==> src/gb_cart_consts.svh <==
// bus region codes, header offsets, RAM enable key
// and RTC limits for the cartridge mapper

`ifndef GB_CART_CONSTS_SVH
`define GB_CART_CONSTS_SVH

// --------------------
// cart_addr[15:13] regions
`define REGION_RAM_EN   3'd0    // 0000-1FFF
`define REGION_ROM_BANK 3'd1    // 2000-3FFF
`define REGION_RAM_BANK 3'd2    // 4000-5FFF
`define REGION_MODE     3'd3    // 6000-7FFF
`define REGION_CRAM     3'd5    // A000-BFFF

// --------------------
// header words in the download stream, byte addressed
`define HDR_TYPE_ADDR 24'h000146    // high byte is the cart type
`define HDR_SIZE_ADDR 24'h000148    // low rom size, high ram size

// low nibble written to 0000-1FFF that opens the RAM
`define RAM_ENABLE_KEY 4'hA

// --------------------
// clock limits
`define RTC_TICK_CYCLES 33554432    // 2^25 system cycles per second
`define RTC_MAX_DAYS    10'd512

`endif

==> src/gb_cart_pkg.sv <==
// mapper kind, bank number, cartridge address
// and RTC field types shared by the mapper

`default_nettype none

package gb_cart_pkg;

	// --------------------
	// mapper decoded from the cart type byte
	typedef enum logic [2:0] {
		kind_none = 3'd0,
		kind_mbc1 = 3'd1,
		kind_mbc2 = 3'd2,
		kind_mbc3 = 3'd3,
		kind_mbc5 = 3'd4
	} mbc_kind_t;

	typedef logic [8:0]  rom_bank_t;    // 16 KB bank, up to 512
	typedef logic [3:0]  ram_bank_t;    // 8 KB bank, up to 16
	typedef logic [15:0] cart_addr_t;   // cpu side
	typedef logic [22:0] rom_addr_t;    // byte address into external memory

	// --------------------
	// clock register index as written to 4000-5FFF
	typedef enum logic [2:0] {
		sel_sec    = 3'd0,
		sel_min    = 3'd1,
		sel_hour   = 3'd2,
		sel_day_lo = 3'd3,
		sel_day_hi = 3'd4
	} rtc_sel_t;

	typedef logic [5:0] rtc_sec_t;    // seconds and minutes
	typedef logic [4:0] rtc_hour_t;
	typedef logic [9:0] rtc_day_t;    // one spare bit catches day 512

endpackage

`default_nettype wire

==> src/mbc3_rtc.sv <==
// mbc3 real time clock: register select, game writes,
// seconds prescaler and the rippling day counter

`timescale 1ns/100ps
`include "gb_cart_consts.svh"
`default_nettype none

module mbc3_rtc #(
	parameter int tick_cycles = `RTC_TICK_CYCLES
) (
	input  wire                          clk_sys,
	input  wire                          reset,
	input  wire                          ce,
	input  wire gb_cart_pkg::cart_addr_t cart_addr,
	input  wire                          cart_wr,
	input  wire  [7:0]                   cart_di,
	input  wire                          rtc_mode,
	input  wire gb_cart_pkg::rtc_sel_t   rtc_index,
	input  wire                          rtc_index_wr,
	output logic [7:0]                   rtc_data
);
	import gb_cart_pkg::*;

	localparam int tick_w = $clog2(tick_cycles + 1);

	rtc_sel_t          sel;
	logic [tick_w-1:0] tick_cnt;
	rtc_sec_t          rtc_sec, rtc_min;
	rtc_hour_t         rtc_hrs;
	rtc_day_t          rtc_days;
	logic              rtc_halt, rtc_ovf;
	logic              tick, game_wr;
	logic              sec_carry, min_carry, hrs_carry, day_carry;

	assign game_wr   = ce && cart_wr && rtc_mode && (cart_addr[15:13] == `REGION_CRAM);
	assign tick      = (tick_cnt == tick_w'(tick_cycles - 1));
	assign sec_carry = !rtc_halt && (rtc_sec >= 6'd60);
	assign min_carry = !rtc_halt && (rtc_min >= 6'd60);
	assign hrs_carry = !rtc_halt && (rtc_hrs >= 5'd24);
	assign day_carry = !rtc_halt && (rtc_days >= `RTC_MAX_DAYS);

	always_ff @(posedge clk_sys) begin
		if (reset)
			sel <= sel_sec;
		else if (rtc_index_wr)
			sel <= rtc_index;
	end

	// a seconds write restarts the running second
	always_ff @(posedge clk_sys) begin
		if (reset || tick || (game_wr && sel == sel_sec))
			tick_cnt <= '0;
		else
			tick_cnt <= tick_cnt + 1'b1;
	end

	// --------------------
	always_ff @(posedge clk_sys) begin
		if (reset) begin
			{rtc_sec, rtc_min, rtc_hrs, rtc_days} <= '0;
			rtc_halt <= 1'b0;
			rtc_ovf  <= 1'b0;
		end else if (game_wr) begin
			case (sel)
				sel_sec:    rtc_sec <= cart_di[5:0];
				sel_min:    rtc_min <= cart_di[5:0];
				sel_hour:   rtc_hrs <= cart_di[4:0];
				sel_day_lo: rtc_days[7:0] <= cart_di;
				sel_day_hi: begin
					rtc_days[9:8] <= {1'b0, cart_di[0]};
					rtc_halt      <= cart_di[6];
					rtc_ovf       <= cart_di[7];    // game may clear the overflow
				end
				default: ;
			endcase
		end else begin
			if (sec_carry) begin
				rtc_sec <= '0;
				rtc_min <= rtc_min + 1'b1;
			end
			if (min_carry) begin
				rtc_min <= '0;
				rtc_hrs <= rtc_hrs + 1'b1;
			end
			if (hrs_carry) begin
				rtc_hrs  <= '0;
				rtc_days <= rtc_days + 1'b1;
			end
			if (day_carry) begin
				rtc_days <= '0;
				rtc_ovf  <= 1'b1;    // sticky
			end
			if (tick && !rtc_halt)
				rtc_sec <= rtc_sec + 1'b1;
		end
	end

	always_comb begin
		case (sel)
			sel_sec:    rtc_data = {2'b00, rtc_sec};
			sel_min:    rtc_data = {2'b00, rtc_min};
			sel_hour:   rtc_data = {3'b000, rtc_hrs};
			sel_day_lo: rtc_data = rtc_days[7:0];
			sel_day_hi: rtc_data = {rtc_ovf, rtc_halt, 5'b00000, rtc_days[8]};
			default:    rtc_data = 8'hFF;
		endcase
	end

	// each carry lands the field back in range by the next cycle
	a_sec_range: assert property (@(posedge clk_sys) disable iff (reset || game_wr)
		sec_carry |=> rtc_sec < 6'd60);
	a_min_range: assert property (@(posedge clk_sys) disable iff (reset || game_wr)
		min_carry |=> rtc_min < 6'd60);
	a_hrs_range: assert property (@(posedge clk_sys) disable iff (reset || game_wr)
		hrs_carry |=> rtc_hrs < 5'd24);

endmodule

`default_nettype wire

==> config.mk <==
export PLATFORM = sky130hd
export DESIGN_NAME = mbc3_rtc
export DESIGN_NICKNAME = d
export VERILOG_FILES = /design/src/gb_cart_pkg.sv /design/src/mbc3_rtc.sv
export VERILOG_INCLUDE_DIRS = /design/src /design/src/src
export SDC_FILE = /design/constraint.sdc
export NUM_CORES = 1
export LEC_CHECK = 0
export ABC_AREA = 1
export BUFFER_PORTS_ARGS = -buffer_cell sky130_fd_sc_hd__buf_4
export CAP_MARGIN = 30
export CORE_MARGIN = 10
export CORE_UTILIZATION = 55
export CTS_BUF_LIST = sky130_fd_sc_hd__clkbuf_8 sky130_fd_sc_hd__clkbuf_16
export DETAILED_ROUTE_END_ITERATION = 7
export PLACE_DENSITY = 0.81
export SLEW_MARGIN = 20
export SYNTH_ARGS = -nofsm -noshare
export SYNTH_HDL_FRONTEND = slang
export SYNTH_SLANG_ARGS = --single-unit
==> constraint.sdc <==
create_clock -name clk_sys -period 2.3 [get_ports clk_sys]
set_input_delay 0.115 -clock clk_sys [delete_from_list [all_inputs] [get_ports clk_sys]]
set_output_delay 0.115 -clock clk_sys [all_outputs]
set_load 0.05 [all_outputs]
==> results by group, run 1 <==
GRT
  • Vias in the first global route: 3241
  • Initial antenna violation count: 0
  • Grt total ovfl: 0
  • First-pass GRT wire length: 14800 microns
  • All-layer global routing usage: about 18%
  • Largest net degree at the start of global routing: 25

Place
  • Detail Placement HPWL: 6730 microns
  • DP Worst Slack: 0.354 ns
  • Cells after DPL: 637
  • Port bufs: 27
  • Area of placed instances: 0.00381 sq mm
  • GPL Wtd Cong: 0.983

Setup path
  • Worst Setup EP: rtc_data[3]
  • Flop2flop setup slack: 0.32 ns
  • Cell count of the worst reg-to-reg path: 11
  • CP Capture Type: output pin
  • CP Launch Type: flop
  • Crit path DAT: 1.96 ns
  • Reg2reg end: tick_cnt[6]$_SDFF_PP0_
  • Maximum fanout along the worst path: 6
  • Crit path from: sel[0]$_SDFFE_PP0P_
  • R2R Path Start: tick_cnt[0]$_SDFF_PP0_
  • Critical path class: reg -> out
  • CP required: 2.18 ns

Clocking
  • CTS root buf: clkbuf_8
  • Num CTS Buffers: 9
  • H-Tree Depth: 3
  • Longest Clk Path Bufs: 2
  • Clk sinks: 58
  • CTS resizes: 0
  • CTS tree: done
  • Worst skew pair latency: 0.35 ns
  • Clock transition at path regs: 0.07 ns
  • Cts hold-fix bufs: 0
  • # Post-CTS Setup Buffers: 0

STA
  • Fin Setup TNS: 0 ns
  • Final Max Tran Viols: 0
  • Fin. Hold Viols: 0
  • Top achievable clock speed: 481 MHz
  • Final min period: 2.08 ns
  • Worst relative slew slack: 51.7%
  • Unrepaired setup endpoints after global routing: no
  • Share of the clock period used by the worst path: between 90 and 100%
  • Worst setup slack after layout: ~0.22 ns
  • Clock skew: between 0.009 and 0.01 ns
  • Worst Max-Slew Pin Slew: 0.724 ns
  • Hold slack: ~0.043 ns
  • # setup viols final: 0

Pwr
  • Total power draw: 2.27 mW
  • Leakage power: 1.72 nW
  • VDD IR max: 0.374 mV
  • Cell Pwr Density: 564 mW/mm^2

Floorplan
  • Row cnt: 29
  • IO Pins: 41
  • Die W: 100 microns
  • Die area: ~0.010 sq mm
  • Initial Utilization: between 50% and 60%
  • Die height: ~100 microns
  • Area of the core: about 0.0063 sq mm

Synthesis
  • Area contributors post-synth: dfxtp_1 (33%), nand2_1 (14%), nor2_1 (9.0%), inv_1 (6.5%), o21ai_0 (5.8%)
  • Syn nets: 580
  • Yosys warning count: 0
  • Ys flop type: dfxtp_1
  • Syn Inst Count: 540
  • Number of synthesized register bits: 58
  • Most frequent cells after synthesis: nand2_1 (129), nor2_1 (85), inv_1 (62), dfxtp_1 (58), o21ai_0 (41)
  • Synth unique cells: 39
  • Avg Inst Size Synth: about 6.6 sq um
  • FFs w/ async S/R, synth: 0%
  • Top-area cell type share of the netlist area: between 30% and 40%
  • Yosys top cell by area: dfxtp_1
  • Netlist area before placement: 0.00356 sq mm
  • EDFF count, synth: 0
  • Sequential area share after synthesis: 32.6%
  • Most frequent cell after synthesis: nand2_1

Route
  • Final WL: 9050 microns
  • Vias: approximately 3600
  • WL/cell: 13.9 microns
  • DRT iter0 DRCs: 182
  • DRC errors left: 0
  • Drt pass-1 iters: 5
  • Vias per cell: around 5.5
  • Antenna Violating Nets Remaining: 0

Final layout
  • Nets@finish: 611
  • Post-layout util: 63.8%
  • N_diodes: 0
  • P&R area growth vs syn: 13.1%
  • Design area: a little over 0.004 sq mm
  • Share of cells above drive strength 1: ~15%
  • Final cell count without fillers: 653

Run
  • Total of max-cap violations: 0

Outcome
  • Status: completed

Worst hold path
  • Hold Crit Class: in -> reg
critical path: stages (launching register included):
cell	delay, ns
dfxtp_1	0.36
nor2_1	0.23
nor2_1	0.10
inv_1	0.14
o21ai_0	0.14
a221oi_1	0.25
o21ai_0	0.17
buf_4	0.22
logic make-up (layout without fill, tap and decap cells):
group	count (synthesis)	in the layout	synth area share, %
and+or+nand+nor	299	299	38.4
AOI/OAI and AO/OA	80	80	12.8
xor gates and xnor gates	19	19	4.67
buffers and inverters	77	113	9.13
DFF	58	58	32.6
adders and majority gates	7	7	2.46
how the worst min path moves through the flow:
stage / from / end / slack, ns / depth (start not counted)
floorplan: cart_di[7] / rtc_ovf$_SDFFE_PP0P_ / 0.27 / 2
finish: reset / rtc_min[2]$_SDFFE_PP0P_ / 0.04 / 2
detailed placement: cart_di[7] / rtc_ovf$_SDFFE_PP0P_ / 0.40 / 3
CTS: reset / rtc_min[2]$_SDFFE_PP0P_ / 0.03 / 2
global route: reset / rtc_min[2]$_SDFFE_PP0P_ / 0.04 / 2
global placement: cart_di[7] / rtc_ovf$_SDFFE_PP0P_ / 0.37 / 3
state kept, by name (all words and copies together) (netlist names):
register,count
rtc_days,10
rtc_halt,1
rtc_hrs,5
rtc_min,6
rtc_ovf,1
rtc_sec,6
sel,3
tick_cnt,26
cell usage in the layout, fill, tap and decap left out, types with 2 or more instances in the layout:
master,synthesis,layout
nand3b_1,2,2
nor3b_2,2,2
nor3_1,17,17
a22oi_1,2,2
a221oi_1,4,4
nand4_1,6,6
inv_2,5,5
nor2_2,7,7
inv_1,62,63
nor3_4,2,2
ha_1,7,7
bufinv_16,0,2
a21oi_1,24,24
nor2_4,5,5
nand3_1,24,24
nor3_2,4,4
o211ai_1,2,2
clkinv_2,0,2
xnor2_1,10,10
buf_4,2,29
nor2_1,85,85
nand2_1,129,129
dfxtp_1,58,57
nor4_1,3,3
o21ai_0,41,41
nand2_2,10,10
clkbuf_8,0,10
xor2_1,9,9
cell type report:
type	instances	area [sq um]
Clock buffer	10	138
Clock inverter	6	81.3
Fill cell	569	2280
Inverter	68	258
Multi-Input combinational cell	405	2080
Sequential cell	58	1160
Tap cell	77	96.3
Timing Repair Buffer	29	218
power breakdown:
part           switching, mW  leakage [nW]  total, mW  internal, mW
Clock                  0.431         0.113       1.06         0.631
Combinational          0.115          1.14      0.176        0.0616
Sequential            0.0163         0.469       1.03          1.02
routing by layer:
metal | part of all wire, % | track usage [%] | vias up
met5 | 0 | 0 | -
met3 | 7.2 | 4.60 | 18
met4 | 1.8 | 6.52 | 0
li1 | - | - | 1801
met2 | 46 | 28.6 | 130
met1 | 45 | 22.4 | 1629
Note: power is estimated with default switching activity, not from simulation.
==> run 2, diff against run 1 <==
--- a/config.mk
+++ b/config.mk
@@ -9,10 +9,12 @@
 export ABC_AREA = 1
 export BUFFER_PORTS_ARGS = -buffer_cell sky130_fd_sc_hd__buf_4
 export CAP_MARGIN = 30
+export CORE_ASPECT_RATIO = 0.7
 export CORE_MARGIN = 10
 export CORE_UTILIZATION = 55
 export CTS_BUF_LIST = sky130_fd_sc_hd__clkbuf_8 sky130_fd_sc_hd__clkbuf_16
 export DETAILED_ROUTE_END_ITERATION = 7
+export MAX_ROUTING_LAYER = met4
 export PLACE_DENSITY = 0.81
 export SLEW_MARGIN = 20
 export SYNTH_ARGS = -nofsm -noshare
==> run 2 against run 1 <==
Compared with the run above:
- total power is 1.7% higher
- maximum frequency shrank 4.7%
- combinational power rose by 5%
- largest cell class unchanged
- sequential share of layout area down 0.17 points
- clock-buffer cell count is the same
- first-iteration DRC count grew to 2.7 times the previous value
- wire length is 6.2% higher
- clock power barely moved
- clock skew down 0.0020 ns
- register-to-register slack better by 0.02 ns
- largest power group unchanged
==> results by group, run 2 (synthesis gave the netlist of run 1 again) <==
Outcome
  • Status: completed

Route
  • Antenna Violating Nets Remaining: 0
  • DRC errors left: 0
  • Vias: 3604
  • Drt pass-1 iters: 5
  • Final WL: 9610 microns
  • DRT iter0 DRCs: 488
  • WL/cell: about 15 microns
  • Vias per cell: 5.50

STA
  • Final min period: 2.18 ns
  • Clock skew: 0.00714 ns
  • Fin Setup TNS: 0 ns
  • Worst Max-Slew Pin Slew: 0.707 ns
  • Fin. Hold Viols: 0
  • Final Max Tran Viols: 0
  • Share of the clock period used by the worst path: 94.7%
  • # setup viols final: 0
  • Top achievable clock speed: 459 MHz
  • Worst relative slew slack: between 50% and 60%
  • Unrepaired setup endpoints after global routing: no

GRT
  • Largest net degree at the start of global routing: 25
  • Grt total ovfl: 0
  • Initial antenna violation count: 0
  • First-pass GRT wire length: 16000 microns
  • All-layer global routing usage: 20.2%
  • Vias in the first global route: around 3300

Worst hold path
  • Hold_sp: reset
  • Hold Path Stages: 2
  • Hold Crit Class: in -> reg
  • Hold Crit Endpoint: rtc_days[7]$_SDFFE_PP0P_

Setup path
  • Crit path DAT: 2.06 ns
  • Maximum fanout along the worst path: 6
  • Critical path class: reg -> out
  • Flop2flop setup slack: 0.34 ns
  • CP required: approximately 2.2 ns
  • CP Capture Type: output pin
  • R2R Path Start: tick_cnt[0]$_SDFF_PP0_
  • Cell count of the worst reg-to-reg path: 11
  • CP Launch Type: flop
  • Reg2reg end: tick_cnt[14]$_SDFF_PP0_

Place
  • GPL Wtd Cong: 0.925
  • Port bufs: 27
  • Detail Placement HPWL: 7140 microns
  • Area of placed instances: 0.00382 sq mm

Final layout
  • Share of cells above drive strength 1: 15.4%
  • Top Registers: tick_cnt: 26 flops, rtc_days: 10 flops
  • P&R area growth vs syn: 13.8%
  • Sequential cell area: between 0.001 and 0.0015 sq mm
  • Commonest non-fill, non-tap cell in the layout: nand2_1
  • Most frequent cells in the layout: nand2_1 (129), nor2_1 (85), inv_1 (62)
  • N_diodes: 0
  • Max FFs per register: 26
  • Nets@finish: 612
  • Area of the multi-input gates: ~0.0021 sq mm
  • Post-layout util: 64.9%
  • Biggest register: tick_cnt
  • FILL cells: 564
  • Design area: 0.00405 sq mm

Clocking
  • CTS tree: done
  • Worst skew pair latency: about 0.35 ns
  • Clock transition at path regs: roughly 0.07 ns
  • Num CTS Buffers: 9
  • Longest Clk Path Bufs: 2
  • H-Tree Depth: 3
  • Clk sinks: 58
  • CTS root buf: clkbuf_8
  • # Post-CTS Setup Buffers: 0

Pwr
  • Total power draw: 2.31 mW
  • Cell Pwr Density: about 570 mW/mm^2
  • Leakage power: ~1.7 nW
  • VDD IR max: approximately 0.28 mV

Floorplan
  • Area of the core: roughly 0.0062 sq mm
  • IO Pins: slightly above 40
  • Row cnt: 24
  • Die height: between 80 and 90 microns
  • Die W: 116 microns
  • Die area: just over 0.01 sq mm
  • Initial Utilization: between 50% and 60%

Run
  • Total of max-cap violations: 0
==> run 2: worst max-delay path, cell delays in order (launching register included) <==
cell	delay [ns]
dfxtp_1	0.37
nor2_1	0.24
nor2_1	0.10
inv_1	0.18
o21ai_0	0.12
a221oi_1	0.35
o21ai_0	0.15
buf_4	0.22
==> run 2: how the worst max path moves through the flow <==
stage | from | end | slack (ns)
2_1_floorplan | sel[1]$_SDFFE_PP0P_ | rtc_data[1] | 0.29
3_3_place_gp | tick_cnt[0]$_SDFF_PP0_ | tick_cnt[14]$_SDFF_PP0_ | 0.42
3_5_place_dp | tick_cnt[0]$_SDFF_PP0_ | tick_cnt[14]$_SDFF_PP0_ | 0.35
4_1_cts | sel[2]$_SDFFE_PP0P_ | rtc_data[3] | 0.008
5_1_grt | sel[1]$_SDFFE_PP0P_ | rtc_data[4] | 0.01
6_report | sel[1]$_SDFFE_PP0P_ | rtc_data[4] | 0.12
==> run 2: area by class of cell <==
cell class / count / area share (%)
sequential: 58 / 28.7
tap: 78 / 2.41
multi-input combinational: 405 / 51.4
timing repair buffer: 30 / 5.56
inverter: 68 / 6.36
clock inverter: 6 / 2.22
clock buffer: 10 / 3.40
==> run 2: layer usage <==
layer	wire length [microns]	GRT usage (%)	share of wire, %
met5	0	-	0
met4	182	6.91	1.9
met3	801	5.30	8.3
met2	4200	29.1	44
met1	4430	26.6	46
==> run 2: what timing repair did <==
item | CTS | global route
resized for setup | 0 | 2
hold buffers | 0 | 0
endpoints found under the setup margin | 0 | 3
==> run 2: stage by stage <==
| stage | setup WS (ns) | std cells | hold slack [ns] |
|---|---|---|---|
| floorplan | 0.289 | 540 | 0.268 |
| global placement | 0.420 | 639 | 0.377 |
| detailed placement | 0.347 | 639 | 0.391 |
| CTS | 0.00762 | 655 | 0.0294 |
| global route | 0.00982 | 655 | 0.0430 |
| finish | 0.121 | 655 | 0.0366 |
==> run 2: where the power goes <==
part | internal [mW] | switching (mW)
clock network | 0.638 | 0.455
logic | 0.0633 | 0.121
registers | 1.02 | 0.0160
==> run 3, diff against run 2 <==
--- a/config.mk
+++ b/config.mk
@@ -9,14 +9,17 @@
 export ABC_AREA = 1
 export BUFFER_PORTS_ARGS = -buffer_cell sky130_fd_sc_hd__buf_4
 export CAP_MARGIN = 30
+export CELL_PAD_IN_SITES_DETAIL_PLACEMENT = 1
+export CELL_PAD_IN_SITES_GLOBAL_PLACEMENT = 1
 export CORE_ASPECT_RATIO = 0.7
 export CORE_MARGIN = 10
-export CORE_UTILIZATION = 55
+export CORE_UTILIZATION = 45
 export CTS_BUF_LIST = sky130_fd_sc_hd__clkbuf_8 sky130_fd_sc_hd__clkbuf_16
 export DETAILED_ROUTE_END_ITERATION = 7
 export MAX_ROUTING_LAYER = met4
-export PLACE_DENSITY = 0.81
+export PLACE_DENSITY = 0.91
 export SLEW_MARGIN = 20
 export SYNTH_ARGS = -nofsm -noshare
 export SYNTH_HDL_FRONTEND = slang
 export SYNTH_SLANG_ARGS = --single-unit
+export TNS_END_PERCENT = 1
==> run 3 against run 2 <==
Compared with the run above:
- critical path depth shrank 1
- largest power group unchanged
- design area grew 3.4%
- sequential cell count is the same
- via count grew 5.9%
- critical endpoint is now rtc_data[1]
- register-to-register slack lost 0.07 ns
- clock skew is essentially flat
==> results by group, run 3 (synthesis gave the netlist of run 1 again) <==
Outcome
  • Status: completed

Clocking
  • # Post-CTS Setup Buffers: 0
  • Longest Clk Path Bufs: 2
  • CTS root buf: clkbuf_16
  • CTS tree: done
  • Cts hold-fix bufs: 0
  • Clk sinks: 58
  • H-Tree Depth: 3
  • Clock transition at path regs: 0.05 ns
  • Worst skew pair latency: 0.33 ns
  • CTS resizes: 0
  • Num CTS Buffers: 9

GRT
  • Grt total ovfl: 0
  • Initial antenna violation count: 0
  • First-pass GRT wire length: about 20000 microns
  • Largest net degree at the start of global routing: 25
  • All-layer global routing usage: between 20% and 30%
  • Vias in the first global route: 3930

Route
  • DRC errors left: 0
  • Vias per cell: 5.64
  • Drt pass-1 iters: 5
  • WL/cell: between 15 and 20 microns
  • Antenna Violating Nets Remaining: 0
  • Vias: 3816
  • Final WL: 12700 microns
  • DRT iter0 DRCs: approximately 270

Pwr
  • VDD IR max: 0.445 mV
  • Switching part of the total: between 20% and 30%
  • Pint: between 2 and 2.5 mW
  • Cell Pwr Density: 656 mW/mm^2
  • Seq pwr share: 37.7%
  • Clk network pwr share: between 50% and 60%
  • Combinational power share: 6.9%
  • Leakage power: 1.78 nW
  • Total power draw: around 2.8 mW
  • Sw Pwr: 634 uW

Final layout
  • Most frequent cells in the layout: nand2_1 (129), nor2_1 (85), inv_1 (62)
  • Max FFs per register: 26
  • N_diodes: 0
  • Commonest non-fill, non-tap cell in the layout: nand2_1
  • Area of the multi-input gates: 0.00208 sq mm
  • P&R area growth vs syn: 17.6%
  • Nets@finish: around 600
  • FILL cells: roughly 1000
  • Top Registers: tick_cnt: 26 flops, rtc_days: 10 flops
  • Share of cells above drive strength 1: 14.9%
  • Biggest register: tick_cnt
  • Sequential cell area: 0.00116 sq mm

STA
  • Fin Setup TNS: 0 ns
  • Final Max Tran Viols: 0
  • Unrepaired setup endpoints after global routing: no
  • Worst relative slew slack: 46.3%
  • Share of the clock period used by the worst path: between 90 and 100%
  • Hold slack: 0.0685 ns
  • # setup viols final: 0
  • Top achievable clock speed: 463 MHz
  • Fin. Hold Viols: 0
  • Final min period: 2.16 ns
  • Clock skew: 0.00668 ns
  • Worst Max-Slew Pin Slew: 0.804 ns

Run
  • Total of max-cap violations: 0

Setup path
  • CP Capture Type: output pin
  • Crit path DAT: 2.05 ns
  • Critical path class: reg -> out
  • CP Launch Type: flop
  • Delay-heaviest family, CP: flip-flops
  • CP bufs+invs: 2
  • Critical path depth: 6
  • R2R Path Start: tick_cnt[0]$_SDFF_PP0_
  • Reg2reg end: tick_cnt[20]$_SDFF_PP0_
  • Maximum fanout along the worst path: 8
  • Flop2flop setup slack: around 0.27 ns
  • Most frequent cell on the critical path: o21ai_0
  • Cell count of the worst reg-to-reg path: 12
  • CP required: 2.18 ns
  • Worst stage delay on the critical path: 0.55 ns
  • Critical path's slowest cell: dfxtp_1
  • CP Cell Sequence: inv_1 -> nand2_1 -> o21ai_0 -> a221oi_1 -> o21ai_0 -> buf_4

Floorplan
  • Area of the core: 0.00777 sq mm
  • Die height: 94.5 microns
  • Die area: between 0.01 and 0.015 sq mm
  • Row cnt: 27
  • Initial Utilization: 45.9%
  • IO Pins: 41
  • Die W: 126 microns

Worst hold path
  • Hold Path Stages: 3
  • Hold Crit Endpoint: rtc_ovf$_SDFFE_PP0P_
  • Hold Crit Class: in -> reg
  • Hold_sp: cart_di[7]

Place
  • GPL Wtd Cong: between 0.8 and 0.9
  • Detail Placement HPWL: slightly below 9000 microns
  • Port bufs: 27
==> run 3: cell types whose count changed in the layout (fill, tap and decap cells not counted), sizes merged <==
cell      delta
clkinvlp     -3
clkbuf       +2
clkinv       +1
buf          -1
==> run 3: worst max path at each step <==
stage	slack (ns)	start	to
after floorplan	0.29	sel[1]$_SDFFE_PP0P_	rtc_data[1]
after global placement	0.43	tick_cnt[0]$_SDFF_PP0_	tick_cnt[20]$_SDFF_PP0_
after detailed placement	0.30	tick_cnt[0]$_SDFF_PP0_	tick_cnt[20]$_SDFF_PP0_
after CTS	0.16	sel[2]$_SDFFE_PP0P_	rtc_data[1]
after global routing	0.02	sel[2]$_SDFFE_PP0P_	rtc_data[4]
final	0.14	sel[2]$_SDFFE_PP0P_	rtc_data[1]
==> run 3: worst register-to-register path, delay by kind of cell (launching register included) <==
kind | cells | cell delay (ns)
DFF | 1 | 0.35
and+or+nand+nor | 8 | 1.07
buffers and inverters | 3 | 0.29
adders and majority gates | 1 | 0.20
==> run 3: area by class of cell <==
cell class              count  share of cell area (%)
clock inverters             4                    1.73
well taps                 101                    3.01
repair buffers             29                    5.49
multi-input cells         405                    49.6
clock buffers              12                    6.36
inverters                  68                    6.15
flip-flops and latches     58                    27.7
==> run 3: layer usage <==
layer	vias to the layer above	part of all wire, %	wire [microns]	global-route usage (%)
met4	0	1.5	194	7.37
met3	25	5.8	738	3.53
met2	132	49	6180	36.4
met5	-	0	0	-
met1	1858	44	5590	26.5
li1	1801	-	-	-
==> run 3: power by group through the flow <==
stage / clock, mW / combinational, mW / sequential, mW
6_report: 1.53 / 0.189 / 1.04
2_1_floorplan: 0 / 0.123 / 1.05
3_5_place_dp: 0 / 0.186 / 1.06
3_3_place_gp: 0 / 0.177 / 1.06
4_1_cts: 1.52 / 0.188 / 1.04
5_1_grt: 1.59 / 0.204 / 1.04
==> run 3: per-stage QoR <==
step	area, sq um	instances	util (%)	setup slack (ns)
after floorplan	3560	540	-	0.289
after global placement	3850	661	49.6	0.433
after detailed placement	3850	661	49.6	0.305
after CTS	4190	677	53.9	0.162
after global routing	4190	677	53.9	0.0234
final	4190	677	53.9	0.138
